## src/attn_bridge_defines.svh

```systemverilog
/*
 * Dimension, width and shift macros for the attention bridge
 */
`ifndef ATTN_BRIDGE_DEFINES_SVH
`define ATTN_BRIDGE_DEFINES_SVH

// Rows of Q and K, also rows and columns of the score tile
`define BR_ROWS      4
// Inner dimension, elements per operand row
`define BR_INNER     4
// Row address width for the load ports
`define BR_ADDR_W    2

// Signed operand widths
`define BR_WIDTH_A   8
`define BR_WIDTH_B   8

// Accumulator holds 4 products of 8x8 plus headroom
`define BR_WIDTH_ACC 20

// Output scaling
`define BR_RSHIFT    4
`define BR_WIDTH_OUT 12

`endif

```

## src/bridge_ctrl_pkg.sv

```systemverilog
/*
 * Controller types: FSM state and step index
 */
`include "attn_bridge_defines.svh"

package bridge_ctrl_pkg;

    // Sequencer phases
    typedef enum logic [1:0] {
        IDLE  = 2'd0,
        CLEAR = 2'd1,
        ACCUM = 2'd2,
        EMIT  = 2'd3
    } bridge_state_t;

    // Inner step during ACCUM, row index during EMIT
    // Both ranges are 0..3 so one width covers them
    typedef logic [`BR_ADDR_W-1:0] step_t;

endpackage

```

## src/bridge_data_pkg.sv

```systemverilog
/*
 * Payload types: operand rows, accumulators, output rows
 */
`include "attn_bridge_defines.svh"

package bridge_data_pkg;

    // One Q row, element 0 in the low bits
    typedef logic [`BR_INNER*`BR_WIDTH_A-1:0] q_row_t;

    // One K row, same packing
    typedef logic [`BR_INNER*`BR_WIDTH_B-1:0] k_row_t;

    // Single signed accumulator
    typedef logic signed [`BR_WIDTH_ACC-1:0] acc_t;

    // One row of accumulators, column 0 low
    typedef logic [`BR_ROWS*`BR_WIDTH_ACC-1:0] acc_row_t;

    // Scaled and saturated score element
    typedef logic signed [`BR_WIDTH_OUT-1:0] out_elem_t;

    // Emitted row of scores, element 0 low
    typedef logic [`BR_ROWS*`BR_WIDTH_OUT-1:0] out_row_t;

endpackage

```

## src/attn_bridge.sv

```systemverilog
/*
 * Bridge top: Q and K banks, sequencer, step counter, MAC grid, shifter
 */
`include "attn_bridge_defines.svh"

module attn_bridge (
    input  logic                      clk,
    input  logic                      rst_n,
    // Q tile load port
    input  logic                      q_en,
    input  logic                      q_we,
    input  logic [`BR_ADDR_W-1:0]     q_addr,
    input  bridge_data_pkg::q_row_t   q_din,
    // K tile load port
    input  logic                      k_en,
    input  logic                      k_we,
    input  logic [`BR_ADDR_W-1:0]     k_addr,
    input  bridge_data_pkg::k_row_t   k_din,
    // Run control
    input  logic                      start,
    output logic                      busy,
    // Score rows, one per cycle
    output logic                      out_valid,
    output bridge_ctrl_pkg::step_t    out_row_idx,
    output bridge_data_pkg::out_row_t out_row,
    output logic                      out_last
);

    import bridge_data_pkg::*;
    import bridge_ctrl_pkg::*;

    // FSM controls
    logic load_open;
    logic clear_acc;
    logic acc_en;
    logic emit_en;
    logic cnt_clr;
    logic cnt_run;

    // Counter feedback
    step_t step;
    logic  last_step;

    // Broadcast columns and emitted accumulators
    logic [`BR_ROWS*`BR_WIDTH_A-1:0] q_col;
    logic [`BR_ROWS*`BR_WIDTH_B-1:0] k_col;
    acc_row_t                        acc_row;

    bridge_bank #(.payload_t(q_row_t)) q_bank (
        .clk(clk), .rst_n(rst_n),
        .load_open(load_open),
        .en(q_en), .we(q_we), .addr(q_addr), .din(q_din),
        .sel(step),
        .col(q_col)
    );

    bridge_bank #(.payload_t(k_row_t)) k_bank (
        .clk(clk), .rst_n(rst_n),
        .load_open(load_open),
        .en(k_en), .we(k_we), .addr(k_addr), .din(k_din),
        .sel(step),
        .col(k_col)
    );

    bridge_ctrl_fsm u_fsm (
        .clk(clk), .rst_n(rst_n),
        .start(start), .last_step(last_step),
        .busy(busy), .load_open(load_open),
        .clear_acc(clear_acc), .acc_en(acc_en), .emit_en(emit_en),
        .cnt_clr(cnt_clr), .cnt_run(cnt_run)
    );

    step_counter u_cnt (
        .clk(clk), .rst_n(rst_n),
        .clr(cnt_clr), .run(cnt_run),
        .step(step), .last_step(last_step)
    );

    // Step doubles as the emit row select
    matmul_array u_array (
        .clk(clk), .rst_n(rst_n),
        .clear_acc(clear_acc), .acc_en(acc_en),
        .q_col(q_col), .k_col(k_col),
        .row_sel(step),
        .acc_row(acc_row)
    );

    rshift_stage u_rshift (
        .clk(clk), .rst_n(rst_n),
        .in_valid(emit_en), .in_row(acc_row), .in_idx(step),
        .out_valid(out_valid), .out_idx(out_row_idx),
        .out_row(out_row), .out_last(out_last)
    );

endmodule

```

## src/bridge_bank.sv

```systemverilog
/*
 * Row-addressed operand bank with column broadcast
 */
`include "attn_bridge_defines.svh"

module bridge_bank #(
    parameter type payload_t = bridge_data_pkg::q_row_t,
    localparam int ELEM_W    = $bits(payload_t) / `BR_INNER
) (
    input  logic                          clk,
    input  logic                          rst_n,
    input  logic                          load_open,
    input  logic                          en,
    input  logic                          we,
    input  logic [`BR_ADDR_W-1:0]         addr,
    input  payload_t                      din,
    input  bridge_ctrl_pkg::step_t        sel,
    output logic [`BR_ROWS*ELEM_W-1:0]    col
);

    // Stored tile rows
    payload_t rows [`BR_ROWS];

    // Write port, only honored while the controller is idle
    always_ff @(posedge clk or negedge rst_n) begin
        if (!rst_n) begin
            for (int r = 0; r < `BR_ROWS; r++) begin
                rows[r] <= '0;
            end
        end else if (load_open && en && we) begin
            rows[addr] <= din;
        end
    end

    // Zero-latency read
    // Element sel of every row, row r lands in slot r of col
    always_comb begin
        for (int r = 0; r < `BR_ROWS; r++) begin
            col[r*ELEM_W +: ELEM_W] = rows[r][sel*ELEM_W +: ELEM_W];
        end
    end

endmodule

```

## src/bridge_ctrl_fsm.sv

```systemverilog
/*
 * Sequencer FSM: IDLE, CLEAR, ACCUM, EMIT
 */
module bridge_ctrl_fsm (
    input  logic clk,
    input  logic rst_n,
    input  logic start,
    input  logic last_step,
    output logic busy,
    output logic load_open,
    output logic clear_acc,
    output logic acc_en,
    output logic emit_en,
    output logic cnt_clr,
    output logic cnt_run
);

    import bridge_ctrl_pkg::*;

    bridge_state_t state;
    bridge_state_t state_nxt;

    // State register
    always_ff @(posedge clk or negedge rst_n) begin
        if (!rst_n) begin
            state <= IDLE;
        end else begin
            state <= state_nxt;
        end
    end

    // Next state and Moore outputs, plus the ACCUM exit clear
    always_comb begin
        state_nxt = state;
        load_open = 1'b0;
        clear_acc = 1'b0;
        acc_en    = 1'b0;
        emit_en   = 1'b0;
        cnt_clr   = 1'b0;
        cnt_run   = 1'b0;

        case (state)
            IDLE: begin
                // Tiles may only be loaded here
                load_open = 1'b1;
                if (start) begin
                    state_nxt = CLEAR;
                end
            end
            CLEAR: begin
                // One cycle, zero the grid and the step count
                clear_acc = 1'b1;
                cnt_clr   = 1'b1;
                state_nxt = ACCUM;
            end
            ACCUM: begin
                acc_en  = 1'b1;
                cnt_run = 1'b1;
                if (last_step) begin
                    // Emit rows start again from row 0
                    cnt_clr   = 1'b1;
                    state_nxt = EMIT;
                end
            end
            EMIT: begin
                emit_en = 1'b1;
                cnt_run = 1'b1;
                if (last_step) begin
                    state_nxt = IDLE;
                end
            end
            default: begin
                state_nxt = IDLE;
            end
        endcase
    end

    assign busy = (state != IDLE);

endmodule

```

## src/matmul_array.sv

```systemverilog
/*
 * Multiply-accumulate grid for Q times K transpose, with row output mux
 */
`include "attn_bridge_defines.svh"

module matmul_array (
    input  logic                             clk,
    input  logic                             rst_n,
    input  logic                             clear_acc,
    input  logic                             acc_en,
    input  logic [`BR_ROWS*`BR_WIDTH_A-1:0]  q_col,
    input  logic [`BR_ROWS*`BR_WIDTH_B-1:0]  k_col,
    input  bridge_ctrl_pkg::step_t           row_sel,
    output bridge_data_pkg::acc_row_t        acc_row
);

    import bridge_data_pkg::*;

    // Signed operands of the current step
    logic signed [`BR_WIDTH_A-1:0] q_elem [`BR_ROWS];
    logic signed [`BR_WIDTH_B-1:0] k_elem [`BR_ROWS];

    // acc[i][j] is score row i, column j
    acc_t acc [`BR_ROWS][`BR_ROWS];

    genvar i, j;
    generate
        // Unpack the broadcast columns
        for (i = 0; i < `BR_ROWS; i++) begin : g_unpack
            assign q_elem[i] = q_col[i*`BR_WIDTH_A +: `BR_WIDTH_A];
            assign k_elem[i] = k_col[i*`BR_WIDTH_B +: `BR_WIDTH_B];
        end

        for (i = 0; i < `BR_ROWS; i++) begin : g_row
            for (j = 0; j < `BR_ROWS; j++) begin : g_cell
                // Full precision product, sign-extended on the add
                logic signed [`BR_WIDTH_A+`BR_WIDTH_B-1:0] prod;

                assign prod = q_elem[i] * k_elem[j];

                always_ff @(posedge clk or negedge rst_n) begin
                    if (!rst_n) begin
                        acc[i][j] <= '0;
                    end else if (clear_acc) begin
                        acc[i][j] <= '0;
                    end else if (acc_en) begin
                        acc[i][j] <= acc[i][j] + prod;
                    end
                end
            end
        end

        // Row selected for emit, column 0 in the low bits
        for (j = 0; j < `BR_ROWS; j++) begin : g_mux
            assign acc_row[j*`BR_WIDTH_ACC +: `BR_WIDTH_ACC] = acc[row_sel][j];
        end
    endgenerate

endmodule

```

## src/rshift_stage.sv

```systemverilog
/*
 * Registered arithmetic right shift with saturation to the output width
 */
`include "attn_bridge_defines.svh"

module rshift_stage (
    input  logic                      clk,
    input  logic                      rst_n,
    input  logic                      in_valid,
    input  bridge_data_pkg::acc_row_t in_row,
    input  bridge_ctrl_pkg::step_t    in_idx,
    output logic                      out_valid,
    output bridge_ctrl_pkg::step_t    out_idx,
    output bridge_data_pkg::out_row_t out_row,
    output logic                      out_last
);

    import bridge_data_pkg::*;
    import bridge_ctrl_pkg::*;

    // Output range, -2048 to 2047
    localparam acc_t SAT_MAX = acc_t'((1 <<< (`BR_WIDTH_OUT - 1)) - 1);
    localparam acc_t SAT_MIN = acc_t'(-(1 <<< (`BR_WIDTH_OUT - 1)));

    out_row_t row_nxt;

    genvar j;
    generate
        for (j = 0; j < `BR_ROWS; j++) begin : g_elem
            acc_t      elem;
            acc_t      shifted;
            out_elem_t sat;

            assign elem = in_row[j*`BR_WIDTH_ACC +: `BR_WIDTH_ACC];
            // Floor division by 16
            assign shifted = elem >>> `BR_RSHIFT;

            always_comb begin
                if (shifted > SAT_MAX) begin
                    sat = out_elem_t'(SAT_MAX);
                end else if (shifted < SAT_MIN) begin
                    sat = out_elem_t'(SAT_MIN);
                end else begin
                    sat = out_elem_t'(shifted);
                end
            end

            assign row_nxt[j*`BR_WIDTH_OUT +: `BR_WIDTH_OUT] = sat;
        end
    endgenerate

    // Valid and index
    always_ff @(posedge clk or negedge rst_n) begin
        if (!rst_n) begin
            out_valid <= 1'b0;
            out_idx   <= '0;
        end else begin
            out_valid <= in_valid;
            if (in_valid) begin
                out_idx <= in_idx;
            end
        end
    end

    // Row data, captured with its valid
    always_ff @(posedge clk) begin
        if (in_valid) begin
            out_row <= row_nxt;
        end
    end

    assign out_last = out_valid && (out_idx == step_t'(`BR_ROWS - 1));

endmodule

```

## src/step_counter.sv

```systemverilog
/*
 * Step counter for the accumulate and emit phases
 */
`include "attn_bridge_defines.svh"

module step_counter (
    input  logic                   clk,
    input  logic                   rst_n,
    input  logic                   clr,
    input  logic                   run,
    output bridge_ctrl_pkg::step_t step,
    output logic                   last_step
);

    import bridge_ctrl_pkg::*;

    // Final inner step, also the final emit row
    localparam step_t STEP_LAST = step_t'(`BR_INNER - 1);

    // Clear wins over run
    always_ff @(posedge clk or negedge rst_n) begin
        if (!rst_n) begin
            step <= '0;
        end else if (clr) begin
            step <= '0;
        end else if (run) begin
            // Wraps back to 0 after the final step
            step <= step + 1'b1;
        end
    end

    // Seen by the FSM in the same cycle as the last step
    assign last_step = (step == STEP_LAST);

endmodule

```

## config.mk

```make
export PLATFORM = sky130hd
export DESIGN_NAME = attn_bridge
export DESIGN_NICKNAME = d
export VERILOG_FILES = /design/src/bridge_ctrl_pkg.sv /design/src/bridge_data_pkg.sv /design/src/attn_bridge.sv /design/src/bridge_bank.sv /design/src/bridge_ctrl_fsm.sv /design/src/matmul_array.sv /design/src/rshift_stage.sv /design/src/step_counter.sv
export VERILOG_INCLUDE_DIRS = /design/src
export SDC_FILE = /design/constraint.sdc
export NUM_CORES = 2
export LEC_CHECK = 0
export BUFFER_PORTS_ARGS = -buffer_cell sky130_fd_sc_hd__buf_2
export CAP_MARGIN = 20
export CORE_ASPECT_RATIO = 1.1
export CORE_UTILIZATION = 32
export CTS_CLUSTER_DIAMETER = 60
export DETAILED_ROUTE_END_ITERATION = 6
export GPL_TIMING_DRIVEN = 0
export HOLD_SLACK_MARGIN = 0.05
export RECOVER_POWER = 100
export SYNTH_ARGS = -nofsm -noshare
export SYNTH_HDL_FRONTEND = slang
export SYNTH_HIERARCHICAL = 1
export SYNTH_SLANG_ARGS = --single-unit
export TNS_END_PERCENT = 1
```

## constraint.sdc

```tcl
create_clock -name clk -period 12.3 [get_ports clk]
set_input_delay 0.615 -clock clk [delete_from_list [all_inputs] [get_ports clk]]
set_output_delay 0.615 -clock clk [all_outputs]
set_load 0.02 [all_outputs]
```

==> key figures <==
Status
  – Outcome: complete, but fails checks
  – Failing checks: DRC, capacitance limit, slew limit

Placement
  – Placer Congestion: 1.01
  – Port Buf Inserts: 127
  – Hpwl dp: roughly 270000 um

Final layout
  – # nets final: 10800
  – Share of layout cells above drive strength 1: 9.39%
  – Area grow syn2layout: 11.2%

Setup path
  – CP required: between 10000 and 15000 ps
  – CP Capture Point: u_array/acc[219]
  – Most common cell on crit path: clkbuf_1
  – Worst setup EP type: flip-flop
  – Crit-path max cell delay: 1100 ps
  – CP max stage cell: dfrtp_1
  – Maximum fanout along the worst path: 14
  – CP arrival: between 10000 and 15000 ps
  – Setup CP Type: flip-flop to flip-flop
  – Worst-path cell chain: clkbuf_1, mux4_2, clkbuf_1, clkbuf_1, clkbuf_1, clkbuf_1, nand2_1, fa_1, inv_1, fa_1, fa_1, fa_1, ha_1, ha_1, a2111oi_0, o21ai_0, a41oi_1, a21oi_1, a221oi_1, xnor2_1, a211oi_1
  – Reg2reg end: u_array/acc[219]
  – CP Launch Point: u_cnt/step[1]
  – Critical path startpoint category: flip-flop
  – Reg2Reg Setup Slack: 1610 ps
  – Worst R2R Start: u_cnt/step[1]
  – R2R depth: 21

STA
  – Slew HR: -335%
  – F_max: between 90 and 100 MHz
  – Final min period: ~11000 ps
  – Fin Clk Skew: 72.3 ps
  – Unrepaired setup endpoints after global routing: no
  – Measured slew at the worst slew-check pin: 6520 ps
  – Setup violators final: 0
  – Period utilization: 86.9%
  – Total negative setup slack: 0 ps
  – Count of final hold-check violations: 0
  – Fin. max-slew vios: 395

GRT
  – Vias in the first global route: 70000
  – Grt total ovfl: 0
  – Antenna violations before repair: 52
  – Largest net degree at the start of global routing: approximately 120
  – First-pass GRT wire length: 493000 um
  – Total GRT Usage: approximately a quarter

Clocking
  – CTS sink count: 631
  – Root buffer cell: clkbuf_16
  – Clk pin slew, worst setup/hold paths: 60 ps
  – Setup Fix Bufs, Post-CTS: 0
  – Post-CTS sizing: 0
  – Worst-case clock buffer depth: 3
  – Clock tree from TritonCTS: yes
  – H-tree levels: 3
  – CTS buffer count: 100
  – Clk_lat worst skew: 790 ps

Synthesis
  – Syn avg cell area: 10.4 um^2
  – Yosys warns: 6
  – Synth Net Count: 10400
  – Post-Syn Area: 0.0859 mm^2
  – Syn Inst Count: 8225

Detailed routing
  – Average wire per standard cell: 28.2 um
  – Drt drc: 1
  – Starting DRT DRC Count: 5454
  – Final ANT Viol Nets: 0
  – DR pass1 iterations: 7
  – Post-Route WL: 344000 um
  – Vias: roughly 65000
  – Via/cell ratio: between 5 and 6

Floorplan
  – Die area: around 0.27 mm^2
  – Core area: 0.267 mm^2
  – Die extent in y: about 550 um
  – I/O pin count: 128
  – Starting density of the core: 32.2%
  – Row count: 199
  – Die W: 496 um

Min path
  – Hold path cells: 2
  – Hold Crit Class: input pin to flip-flop

Job
  – Maxcap violations: 10
## layer usage
metal | up-vias | global-route usage (%) | wire (um)
met5 | - | 0 | 132
met4 | 20 | 21.3 | 33800
met3 | 1153 | 6.97 | 32700
met2 | 3182 | 40.0 | 155000
met1 | 34100 | 29.3 | 123000
li1 | 26800 | - | -
## worst max-delay path, delay by kind of cell, from the launching register on
family / cells / cell delay, ps
buffers and inverters: 6 / 3330
adder cells (fa/ha/maj): 6 / 2670
AO/OA/AOI/OAI: 6 / 2020
flip-flops: 1 / 1100
multiplexers: 1 / 870
AND/OR/NAND/NOR: 1 / 340
XOR/XNOR: 1 / 140
## registers in the layout, indices dropped and copies added, names as in the netlist
register and count:
u_rshift/out_valid 1, u_array/acc 320, q_bank/rows 128, k_bank/rows 128, u_rshift/out_idx 2, u_cnt/step 2
u_fsm/state 2, u_rshift/out_row 48
## through the flow
| stage | util (%) | hold slack [ps] | setup slack (ps) | std cells | instance area, um^2 |
|---|---|---|---|---|---|
| floorplan | - | 319 | 5390 | 8225 | 85900 |
| global placement | 34.1 | 461 | -3280 | 11900 | 90900 |
| detailed placement | 34.7 | 480 | 2770 | 12000 | 92600 |
| CTS | 36.0 | 55.1 | 2800 | 12100 | 96200 |
| global route | 35.7 | 89.2 | 1570 | 12200 | 95400 |
| finish | 35.8 | 105 | 1610 | 12200 | 95400 |
## how the worst min path moves through the flow
stage | startpoint | endpoint | slack [ps]
final | q_din[26] | q_bank/rows[122] | 100
after global routing | q_din[17] | q_bank/rows[81] | 90
after CTS | q_din[26] | q_bank/rows[122] | 60
after detailed placement | q_bank/rows[122] | q_bank/rows[122] | 480
after global placement | q_bank/rows[122] | q_bank/rows[122] | 460
after floorplan | rst_n | k_bank/rows[0] | 320
## cells in the final DEF (no fill, tap or decap), drive strengths merged, types with 12 or more instances in the layout
cell    instances
nand4          55
o21ai         170
fa           1408
o22ai          12
xnor2         194
mux4          129
nor3           87
mux2i         140
a221oi         53
a32o           15
and3           19
and2          519
o31ai          13
o21bai         26
o211ai         15
a211oi         78
nand2         539
nand3          43
o21a           46
a31oi          17
clkbuf        494
clkinv         28
nor2b          46
inv          1627
a21oi         152
or2            23
a32oi          12
mux2          265
buf           220
or4            13
xor2           57
diode          49
dfrtp         583
o41ai          17
nor2          488
a21o           66
ha            741
nand2b         33
or3            34
edfxtp         48
## what timing repair did
| item | 4_1_cts | 5_1_grt |
|---|---|---|
| hold buffers | 1 | 0 |
| endpoints found under the hold margin | 34 | 0 |
| endpoints found under the setup margin | 0 | 0 |
## layout make-up
class | instances | area (um^2)
Inverter | 1594 | 5980
Fill cell | 26900 | 171000
Timing Repair Buffer | 224 | 2150
Tap cell | 3517 | 4400
Buffer | 374 | 1630
Multi-Input combinational cell | 5626 | 61600
Sequential cell | 631 | 16000
Antenna cell | 49 | 123
Clock buffer | 117 | 2670
Clock inverter | 68 | 877
Power is left out: the tool's default activity adds up to more than one toggle a clock period on the data nets, which glitch-free logic cannot reach.
